[src/maxpool_pkg.sv]
// Max-pooling engine shared definitions
// Pooling state encoding, user field bit positions and default sizes
`default_nettype none

package maxpool_pkg;

  // *************************************************************************
  // Pooling state
  // *************************************************************************

  // MAX_2 covers the first block of a max pair and all non-max traffic
  // MAX_4 covers the second block, where four words meet per lane
  typedef enum logic {
    MAX_2_S = 1'b0,
    MAX_4_S = 1'b1
  } pool_state_e;

  // *************************************************************************
  // User field layout
  // *************************************************************************

  // Two mode bits, both may be set at once
  localparam int USER_WIDTH   = 2;
  // Pass every beat through
  localparam int I_IS_NOT_MAX = 0;
  // Pool block pairs 2x2
  localparam int I_IS_MAX     = 1;

  // *************************************************************************
  // Default sizes
  // *************************************************************************

  // Taken by the top level as its parameter defaults
  localparam int DEF_UNITS      = 4;
  localparam int DEF_GROUPS     = 2;
  // Beats per block, at least 2
  localparam int DEF_MEMBERS    = 4;
  // Signed word width
  localparam int DEF_WORD_WIDTH = 8;

endpackage

`default_nettype wire

[src/member_counter.sv]
// Member counter
// Counts accepted beats modulo MEMBERS and flags the last beat of a block
`timescale 1ns/1ps
`default_nettype none

module member_counter #(
  parameter int MEMBERS = 4
) (
  input  logic                       clk,
  input  logic                       rst_n,
  input  logic                       beat,
  output logic [$clog2(MEMBERS)-1:0] count,
  output logic                       block_end
);

  localparam int COUNT_WIDTH = $clog2(MEMBERS);

  // Position of the final member in a block
  localparam logic [COUNT_WIDTH-1:0] LAST_MEMBER = COUNT_WIDTH'(MEMBERS - 1);

  logic at_last;

  // Last position decode
  assign at_last = (count == LAST_MEMBER);

  // Only an accepted beat can close a block
  assign block_end = beat && at_last;

  // Wrap explicitly, MEMBERS need not be a power of two
  always_ff @(posedge clk or negedge rst_n) begin
    if (!rst_n) begin
      count <= '0;
    end else if (beat) begin
      if (at_last) begin
        count <= '0;
      end else begin
        count <= count + 1'b1;
      end
    end
  end

endmodule

`default_nettype wire

[src/maxpool_fsm.sv]
// Max-pooling control
// Tracks MAX_2/MAX_4 blocks, stalls the source after MAX_4 beats, gates the
// row buffer enables and times the valid and last flags of pooled beats
`timescale 1ns/1ps
`default_nettype none

module maxpool_fsm (
  input  logic                                clk,
  input  logic                                rst_n,
  input  logic                                beat,
  input  logic                                block_end,
  input  logic [maxpool_pkg::USER_WIDTH-1:0]  user,
  output maxpool_pkg::pool_state_e            state,
  output logic                                stall,
  output logic                                buf_head_en,
  output logic                                buf_shift_en,
  output logic                                max_valid,
  output logic                                max_last
);

  import maxpool_pkg::*;

  logic is_max;
  logic is_both;
  logic max_4_beat;

  // Pipeline stage between handshake and pooled output
  logic max_valid_q;
  logic max_last_q;

  assign is_max     = user[I_IS_MAX];
  assign is_both    = user[I_IS_MAX] && user[I_IS_NOT_MAX];
  assign max_4_beat = beat && (state == MAX_4_S);

  // *************************************************************************
  // State and stall
  // *************************************************************************

  // Flip at each block boundary of max traffic
  always_ff @(posedge clk or negedge rst_n) begin
    if (!rst_n) begin
      state <= MAX_2_S;
    end else if (block_end && is_max) begin
      state <= (state == MAX_2_S) ? MAX_4_S : MAX_2_S;
    end
  end

  // One free cycle after every MAX_4 beat
  // Comparator then works on buffered values instead of the input
  always_ff @(posedge clk or negedge rst_n) begin
    if (!rst_n) begin
      stall <= 1'b0;
    end else begin
      stall <= max_4_beat;
    end
  end

  // *************************************************************************
  // Row buffer enables
  // *************************************************************************

  // Head also loads the four-word max during the stall
  assign buf_head_en  = is_max && (beat || stall);
  // Rest of the chain moves only with accepted beats
  assign buf_shift_en = is_max && beat;

  // *************************************************************************
  // Pooled beat flags
  // *************************************************************************

  // Two stages, matching compare-then-register in the datapath
  // In both mode every MAX_4 output closes a packet
  always_ff @(posedge clk or negedge rst_n) begin
    if (!rst_n) begin
      max_valid_q <= 1'b0;
      max_last_q  <= 1'b0;
      max_valid   <= 1'b0;
      max_last    <= 1'b0;
    end else begin
      max_valid_q <= max_4_beat && is_max;
      max_last_q  <= max_4_beat && is_max && (block_end || is_both);
      max_valid   <= max_valid_q;
      max_last    <= max_last_q;
    end
  end

endmodule

`default_nettype wire

[src/max_datapath.sv]
// Max-pooling datapath
// Per-lane signed comparators with input muxes and a MEMBERS+1 deep row
// buffer that holds the first block of a pair until its partner arrives
`timescale 1ns/1ps
`default_nettype none

module max_datapath #(
  parameter int UNITS      = 4,
  parameter int GROUPS     = 2,
  parameter int MEMBERS    = 4,
  parameter int WORD_WIDTH = 8
) (
  input  logic                                 clk,
  input  logic                                 rst_n,
  input  logic [2*GROUPS*UNITS*WORD_WIDTH-1:0] s_data,
  input  logic                                 stall,
  input  logic                                 buf_head_en,
  input  logic                                 buf_shift_en,
  output logic [GROUPS*UNITS*WORD_WIDTH-1:0]   pooled
);

  // Lanes ordered group, unit
  localparam int LANES = GROUPS * UNITS;

  // Copy 1 sits above copy 0 in the flat input
  localparam int COPY_1_BASE = LANES * WORD_WIDTH;

  // *************************************************************************
  // Per-lane pooling
  // *************************************************************************
  //
  // First block (MAX_2)
  //   head <= max(copy 0, copy 1), chain shifts one place per beat
  // Second block (MAX_4), beat cycle
  //   head <= max(copy 0, copy 1) of the new row
  //   tail now holds the same column of the stored row
  // Stall cycle
  //   head <= max(head, tail), the four-word max
  //   chain does not move, so the stored row stays aligned

  for (genvar l = 0; l < LANES; l++) begin : g_lane

    logic signed [WORD_WIDTH-1:0] copy_0;
    logic signed [WORD_WIDTH-1:0] copy_1;
    logic signed [WORD_WIDTH-1:0] cmp_a;
    logic signed [WORD_WIDTH-1:0] cmp_b;
    logic signed [WORD_WIDTH-1:0] cmp_max;

    // Index 0 is the head, index MEMBERS the oldest entry
    logic signed [WORD_WIDTH-1:0] row_buf [MEMBERS+1];

    // Two vertical neighbours of this lane
    assign copy_0 = s_data[l*WORD_WIDTH +: WORD_WIDTH];
    assign copy_1 = s_data[COPY_1_BASE + l*WORD_WIDTH +: WORD_WIDTH];

    // Comparator input muxes
    assign cmp_a = stall ? row_buf[0]       : copy_0;
    assign cmp_b = stall ? row_buf[MEMBERS] : copy_1;

    // Signed compare, ties take either side
    assign cmp_max = (cmp_a > cmp_b) ? cmp_a : cmp_b;

    // Head register and the shift chain behind it
    always_ff @(posedge clk or negedge rst_n) begin
      if (!rst_n) begin
        for (int m = 0; m <= MEMBERS; m++) begin
          row_buf[m] <= '0;
        end
      end else begin
        if (buf_head_en) begin
          row_buf[0] <= cmp_max;
        end
        if (buf_shift_en) begin
          for (int m = 1; m <= MEMBERS; m++) begin
            row_buf[m] <= row_buf[m-1];
          end
        end
      end
    end

    // Head holds the pooled word one cycle after the stall
    assign pooled[l*WORD_WIDTH +: WORD_WIDTH] = row_buf[0];

  end

endmodule

`default_nettype wire

[src/pool_output.sv]
// Max-pooling output stage
// Delays pass-through beats by one cycle and merges them with pooled beats
// onto the output stream, with keep pattern, valid and packet last
`timescale 1ns/1ps
`default_nettype none

module pool_output #(
  parameter int UNITS      = 4,
  parameter int GROUPS     = 2,
  parameter int WORD_WIDTH = 8
) (
  input  logic                                 clk,
  input  logic                                 rst_n,
  input  logic                                 beat,
  input  logic                                 block_end,
  input  logic [maxpool_pkg::USER_WIDTH-1:0]   user,
  input  maxpool_pkg::pool_state_e             state,
  input  logic [2*GROUPS*UNITS*WORD_WIDTH-1:0] s_data,
  input  logic [GROUPS*UNITS*WORD_WIDTH-1:0]   pooled,
  input  logic                                 max_valid,
  input  logic                                 max_last,
  output logic                                 m_valid,
  output logic [2*GROUPS*UNITS*WORD_WIDTH-1:0] m_data,
  output logic [2*GROUPS*UNITS-1:0]            m_keep,
  output logic                                 m_last
);

  import maxpool_pkg::*;

  localparam int LANES  = GROUPS * UNITS;
  // Bits in one copy
  localparam int HALF_W = LANES * WORD_WIDTH;

  logic                     pass_beat;
  logic                     pass_last_next;
  logic [2*HALF_W-1:0]      pass_data;
  logic                     pass_valid;
  logic                     pass_last;

  // *************************************************************************
  // Pass-through delay
  // *************************************************************************

  assign pass_beat = beat && user[I_IS_NOT_MAX];

  // Both modes in MAX_4 send one beat per packet
  assign pass_last_next = block_end ||
                          (user[I_IS_MAX] && user[I_IS_NOT_MAX] && (state == MAX_4_S));

  // Beat payload, loaded only when it is going out
  always_ff @(posedge clk) begin
    if (pass_beat) begin
      pass_data <= s_data;
    end
  end

  always_ff @(posedge clk or negedge rst_n) begin
    if (!rst_n) begin
      pass_valid <= 1'b0;
      pass_last  <= 1'b0;
    end else begin
      pass_valid <= pass_beat;
      pass_last  <= pass_beat && pass_last_next;
    end
  end

  // *************************************************************************
  // Output mux
  // *************************************************************************

  // Stall keeps the two sources in separate cycles
  assign m_valid = pass_valid || max_valid;

  // Pooled word replaces copy 0, copy 1 is left as is
  assign m_data = {pass_data[2*HALF_W-1:HALF_W],
                   max_valid ? pooled : pass_data[HALF_W-1:0]};

  // Pooled beats drop copy 1
  assign m_keep = {{LANES{~max_valid}}, {LANES{1'b1}}};

  // Last only alongside a valid beat
  assign m_last = max_valid ? max_last : (pass_valid && pass_last);

endmodule

`default_nettype wire

[src/maxpool_engine.sv]
// Streaming 2x2 max-pooling engine
// Passes beats through, pools block pairs, or both, on a valid/ready input
// stream and a valid-only output stream
`timescale 1ns/1ps
`default_nettype none

module maxpool_engine #(
  parameter int UNITS      = maxpool_pkg::DEF_UNITS,
  parameter int GROUPS     = maxpool_pkg::DEF_GROUPS,
  parameter int MEMBERS    = maxpool_pkg::DEF_MEMBERS,
  parameter int WORD_WIDTH = maxpool_pkg::DEF_WORD_WIDTH
) (
  input  logic                                 clk,
  input  logic                                 rst_n,
  // Input stream
  input  logic                                 s_valid,
  input  logic [2*GROUPS*UNITS*WORD_WIDTH-1:0] s_data,
  input  logic [maxpool_pkg::USER_WIDTH-1:0]   s_user,
  output logic                                 s_ready,
  // Output stream, always accepted
  output logic                                 m_valid,
  output logic [2*GROUPS*UNITS*WORD_WIDTH-1:0] m_data,
  output logic [2*GROUPS*UNITS-1:0]            m_keep,
  output logic                                 m_last
);

  import maxpool_pkg::*;

  logic                             beat;
  logic                             block_end;
  pool_state_e                      state;
  logic                             stall;
  logic                             buf_head_en;
  logic                             buf_shift_en;
  logic                             max_valid;
  logic                             max_last;
  logic [GROUPS*UNITS*WORD_WIDTH-1:0] pooled;

  // Source is held off during the comparator's stall cycle
  assign s_ready = ~stall;
  assign beat    = s_valid && s_ready;

  // Block position
  member_counter #(
    .MEMBERS      (MEMBERS)
  ) u_member_counter (
    .clk          (clk),
    .rst_n        (rst_n),
    .beat         (beat),
    .count        (),
    .block_end    (block_end)
  );

  // Control
  maxpool_fsm u_maxpool_fsm (
    .clk          (clk),
    .rst_n        (rst_n),
    .beat         (beat),
    .block_end    (block_end),
    .user         (s_user),
    .state        (state),
    .stall        (stall),
    .buf_head_en  (buf_head_en),
    .buf_shift_en (buf_shift_en),
    .max_valid    (max_valid),
    .max_last     (max_last)
  );

  // Comparators and row buffer
  max_datapath #(
    .UNITS        (UNITS),
    .GROUPS       (GROUPS),
    .MEMBERS      (MEMBERS),
    .WORD_WIDTH   (WORD_WIDTH)
  ) u_max_datapath (
    .clk          (clk),
    .rst_n        (rst_n),
    .s_data       (s_data),
    .stall        (stall),
    .buf_head_en  (buf_head_en),
    .buf_shift_en (buf_shift_en),
    .pooled       (pooled)
  );

  // Output merge
  pool_output #(
    .UNITS        (UNITS),
    .GROUPS       (GROUPS),
    .WORD_WIDTH   (WORD_WIDTH)
  ) u_pool_output (
    .clk          (clk),
    .rst_n        (rst_n),
    .beat         (beat),
    .block_end    (block_end),
    .user         (s_user),
    .state        (state),
    .s_data       (s_data),
    .pooled       (pooled),
    .max_valid    (max_valid),
    .max_last     (max_last),
    .m_valid      (m_valid),
    .m_data       (m_data),
    .m_keep       (m_keep),
    .m_last       (m_last)
  );

endmodule

`default_nettype wire

[config.mk]
export PLATFORM = sky130hd
export DESIGN_NAME = maxpool_engine
export DESIGN_NICKNAME = d
export VERILOG_FILES = /design/src/maxpool_pkg.sv /design/src/member_counter.sv /design/src/maxpool_fsm.sv /design/src/max_datapath.sv /design/src/pool_output.sv /design/src/maxpool_engine.sv
export SDC_FILE = /design/constraint.sdc
export NUM_CORES = 1
export LEC_CHECK = 0
export BUFFER_PORTS_ARGS = -buffer_cell sky130_fd_sc_hd__buf_2
export CORE_MARGIN = 2
export CORE_UTILIZATION = 30
export CTS_CLUSTER_DIAMETER = 80
export CTS_CLUSTER_SIZE = 30
export DETAILED_ROUTE_END_ITERATION = 7
export PLACE_DENSITY_LB_ADDON = 0.05
export SLEW_MARGIN = 0
export SYNTH_ARGS = -nofsm -noshare
export SYNTH_HDL_FRONTEND = slang
export SYNTH_SLANG_ARGS = --single-unit
[constraint.sdc]
create_clock -name clk -period 5.33 [get_ports clk]
set_input_delay 0.7995 -clock clk [delete_from_list [all_inputs] [get_ports clk]]
set_output_delay 0.7995 -clock clk [all_outputs]
set_load 0.01 [all_outputs]
* Yosys cells after proc, flatten, opt, wreduce, memory -nomap -nowiden *
Cells that the tools add are included.

operators by class
  bitwise operators = 2
  eq/ne operators = 1
  order comparisons = 8
  reductions and logical operators = 17
  mux-type cells = 28
  $add $sub $neg = 1

operator list
  operator                                      count
  two-way mux 8 bit                             24
  > comparator 8 bit                            8
  two-way mux 64 bit                            1
  logical AND 1 bit                             13
  logical OR 1 bit                              4
  adder 2 x 1 -> 2 bit (second input constant)  1
  == test 2 bit (second input constant)         1
  two-way mux 1 bit                             2
  two-way mux 2 bit                             1
  NOT 1 bit                                     2

word-level totals
  flip-flop bits (word level) = 458

* Logic depth before layout (Yosys ltp) *
  depth after elaboration = 5
  mapped depth = 14

* By module *
From an unflattened synthesis, not the netlist that was laid out.

second synthesis, totals
  cells, all modules = 1688
  area, all modules = 22323.9 um^2

modules (own cells, without submodules)
  module          cells an instance  times used  area each (um^2)
  max_datapath    1376               1           16638.5
  pool_output     290                1           5376.4
  maxpool_fsm     13                 1           202.7
  member_counter  7                  1           96.3
  maxpool_engine  2                  1           10.0

* Worst setup path before layout *
No wires, ideal clock.

  path type = input -> register
  start = in s_valid
  end = reg u_pool_output.pass_data[0] (enable)
  slack = 711 ps
  path buffers = 0
  setup time = 503 ps
  arrival time = 4116 ps
  stages on the path = 2
  cells stage by stage = nor2b_1 and2_1

on the way
  cells in the longest elaborated chain, start to end = 2

ends and longest elaborated chain
  what                         line                  RTL
  start: declaration           maxpool_engine.sv:16  input logic s_valid,
  logical AND 1 bit            maxpool_engine.sv:41  assign beat = s_valid && s_ready;
  logical AND 1 bit            pool_output.sv:44     assign pass_beat = beat && user[I_IS_NOT_MAX];
  net u_pool_output.pass_beat  pool_output.sv:34     logic pass_beat;
  end signal: assignment       pool_output.sv:53     pass_data <= s_data;
  end: declaration             pool_output.sv:36     logic [2*HALF_W-1:0] pass_data;

The timed path passes the listed nets, and every way through them passes these cells.
A chain may end at the register's enable or synchronous reset.

* Worst setup path after layout *
  start = reg u_maxpool_fsm.stall
  end = reg u_max_datapath.g_lane[1].row_buf (netlist bit u_max_datapath.pooled[12])

on the way
  cells in the longest elaborated chain, start to end = 4
  elaborated cells on any way between the ends = 8

ends and longest elaborated chain
  what                                                                        line                RTL
  start: declaration                                                          maxpool_fsm.sv:14   output logic stall,
  start signal: assignment                                                    maxpool_fsm.sv:54   stall <= max_4_beat;
  parallel branches: the longest is 4 deep, another holds > comparator 8 bit  --
  end signal: indexed assignment                                              max_datapath.sv:75  row_buf[m] <= row_buf[m-1];
  end: declaration                                                            max_datapath.sv:50  logic signed [WORD_WIDTH-1:0] row_buf [MEMBERS+1];

Several ways; the timed one is not identified.

==> results.md <==
- Arr. time, crit path: 3.99 ns
- Sw frac: 36.4%
- Vias per cell: 4.65
- Ys async rst share: 72.1%
- Fraction of final layout cells sized beyond drive strength 1: 18.9%
- First-pass iteration count of the detailed router: 5
- Clk sinks: 458
- Port bufs: 271
- Hold Path Class: in2async
- DR WL/cell: 16.8 um
- Total Routing Usage GR: 14.9%
- Sequential area share after synthesis: 55.7%
- Die height: 273 um
- Slew headroom: 26.2%
- RSZ-0062 raised after global routing: no
- F_max: 281 MHz
- Cts repair resizes: 0
- Tmin final: 3.56 ns
- Area added between synthesis and finish: 14.0%
- Nets: 2,546
- TritonCTS clock tree: built
- R2R cell count: 9
- Top layer in use: met5
- Slew at the pin closest to its max-slew limit: 1.11 ns
- Longest Clk Path Bufs: 3
- Worst Skew: 0.0242 ns
- Total CTS buffers: 37
- WP data required: 5.76 ns
- Hold_buf cts: 0
- Leak: 0.0119 uW
- Row Count: 98
- Setup violations, final: 0
- Synth area leader: dfrtp_1
- Grt total ovfl: 0
- Reg clk slew, reported paths: 0.08 ns
- YS warnings: 0
- Comb pwr share: 28.8%
- Crit path largest cell delay: 0.65 ns
- Met2 WL post-DR: 26,300 um
- DP Cell Count: 3,259
- Initial antenna violation count: 3
- Postcts setup bufs: 0
- Crit path cell chain: buf_4, mux2i_1, inv_1, ha_1, a211oi_1, a2bb2oi_1, nand3_1, a32oi_1, o21ai_0
- Starting density of the core: 30.3%
- Non-filler cells, final: 3,324
- Core ar.: 71,600 um^2
- Worst path slowest cell: dfrtp_4
- Crit Path Class: reg2reg
- Synth Flop Type: dfrtp_1
- Yosys top cell area share: 38.0%
- Sequential power share: 47.2%
- Hold_ws: 0.170 ns
- Hpwl dp: 36,500 um
- Part of the power in the clock network: 24.0%
- Global-route wire length before repair: 89,500 um
- FF-to-FF End: u_max_datapath.pooled[12]
- Post-synth EDFFs: 128
- PD cells: 502 nW/um^2
- WL met3: 2280 um
- Diodes inserted: 0
- CP max FO: 39
- Mapped Cells: 2,203
- Residual DRC: 0
- Worst setup SP type: flop
- Psw: 4520 uW
- Die area: 74,500 um^2
- Hold Fails Final Rpt: 0
- CP endpoint kind: flop
- Max_cap viols: 0
- Setup TNS: 0 ns
- Htree depth: 2
- Largest net degree at the start of global routing: 141
- Root Buffer: clkbuf_16
- Via count: 15,500
- Internal cell power: 7890 uW
- Register-to-register setup slack: 1.77 ns
- Fillers: 7,428
- WL met1: 25,800 um
- Synthesized area: 21,700 um^2
- Die W: 273 um
- Clk_lat worst skew: 0.57 ns
- Top post-synthesis cells by area: dfrtp_1, edfxtp_1, nand2_1
- Drt first-iter violations: 922
- Final Cycle Share: 66.9%
- Mean Syn Cell Area: 9.86 um^2
- Synth Register Bits: 458
- Worst r2r src: u_maxpool_fsm.stall
- VDD IR max: 235 uV
- Wirelength, routed: 55,700 um
- Vias in the first global route: 15,500
- Unique masters post-synth: 49
- Status: complete, no violations
- Final Max Slew Viols: 0
- Num ports: 280
- Final ANT Viol Nets: 0
- Routability cong.: 0.797
metrics by stage:
stage | worst slack, ns | power (uW) | instance area, um^2 | utilization (%)
floorplan | 0.711 | 8350 | 21700 | -
global placement | 1.84 | 9520 | 23500 | 32.8
detailed placement | 1.79 | 9590 | 23500 | 32.8
CTS | 1.78 | 12700 | 24700 | 34.6
global route | 1.47 | 13500 | 24700 | 34.6
finish | 1.77 | 12400 | 24700 | 34.6
cells by family after synthesis:
group | after synthesis | synth area share [%]
fa+ha+maj | 65 | 3.75
other cells | 1 | 0.0173
compound gates | 191 | 6.08
xor+xnor | 1 | 0.0403
simple gates | 1088 | 20.5
flops | 458 | 55.7
mux | 166 | 8.08
buf+inv | 233 | 5.85
power by group through the flow:
stage               clock [uW]  sequential [uW]  combinational (uW)
finish                    2970             5860                3580
global route              3250             6060                4160
CTS                       3130             5890                3660
detailed placement           0             5950                3640
global placement             0             5940                3580
floorplan                    0             5560                2790
worst max-delay path: cells and delay by family, from the launching register on:
| kind | cells | cell delay (ns) |
|---|---|---|
| simple gates | 1 | 0.37 |
| fa+ha+maj | 1 | 0.30 |
| buf+inv | 2 | 0.71 |
| compound gates | 4 | 1.06 |
| flops | 1 | 0.65 |
| mux | 1 | 0.31 |
flip-flops by register name (all words and copies together), names as in the netlist:
register                       cells
u_member_counter.count             2
u_pool_output.pass_valid           1
u_pool_output.pass_last            1
u_max_datapath.g_lane.row_buf    256
u_maxpool_fsm.max_valid            1
u_max_datapath.pooled             64
u_maxpool_fsm.max_last_q           1
u_maxpool_fsm.max_valid_q          1
u_maxpool_fsm.max_last             1
u_pool_output.pass_data          128
u_maxpool_fsm.stall                1
u_maxpool_fsm.state                1
cells in the mapped netlist (3+ instances only):
library cell and number:
dfrtp_1 330, nor2b_1 9, nand3_1 9, and3b_1 4, or4_1 28, a211oi_1 4, a21bo_2 3, a31oi_1 4
nor3_1 4, edfxtp_1 128, ha_1 65, o211ai_1 31, buf_2 50, inv_1 34, a21o_1 10, o21ai_0 50
and4_1 7, nor2_1 61, nand2b_1 5, nand4_1 39, buf_4 87, nand4b_1 4, buf_1 5, nand2_1 909
o22ai_1 4, mux2_2 74, a21boi_0 3, o2111ai_1 4, a2bb2oi_1 3, clkbuf_1 56, o21bai_1 29, a21oi_1 19
a32oi_1 21, and2_1 4, mux2i_1 92
layout by cell type, fill, tap and decap left out, types with 29 or more instances in the layout:
| cell | Yosys | routed |
|---|---|---|
| o211ai_1 | 31 | 31 |
| nor2_1 | 61 | 61 |
| inv_1 | 34 | 34 |
| clkbuf_16 | 0 | 39 |
| mux2_2 | 74 | 74 |
| edfxtp_1 | 128 | 128 |
| o21bai_1 | 29 | 29 |
| mux2i_1 | 92 | 92 |
| nand4_1 | 39 | 39 |
| buf_2 | 50 | 270 |
| ha_1 | 65 | 65 |
| o21ai_0 | 50 | 50 |
| dfrtp_1 | 330 | 328 |
| nand2_1 | 909 | 908 |
how the worst max path moves through the flow:
stage / start / to / slack, ns / cells past startpoint
final: u_maxpool_fsm.stall / u_max_datapath.pooled[12] / 1.77 / 9
after global routing: u_maxpool_fsm.stall / u_max_datapath.pooled[10] / 1.47 / 9
after CTS: u_maxpool_fsm.stall / u_max_datapath.pooled[12] / 1.78 / 9
after detailed placement: u_maxpool_fsm.stall / u_max_datapath.pooled[11] / 1.79 / 9
after global placement: u_maxpool_fsm.stall / u_max_datapath.pooled[26] / 1.84 / 9
after floorplan: s_valid / u_pool_output.pass_data[0] / 0.71 / 2
final cells by class:
cell class                 count  area [um^2]  area share [%]
sequential                   458        12100            48.9
multi-input combinational   1519         8390            33.9
timing repair buffer         298         1670            6.74
tap                          950         1190            4.80
clock buffer                  46         1050            4.25
clock inverter                19          214           0.865
inverter                      34          128           0.516
per-layer routing:
metal	vias up	global-route usage, %
met1	7525	20.3
met4	6	4.13
li1	7601	-
met5	-	0
met2	256	24.2
met3	79	2.79
No activity file was read; power rests on OpenSTA's default activity.
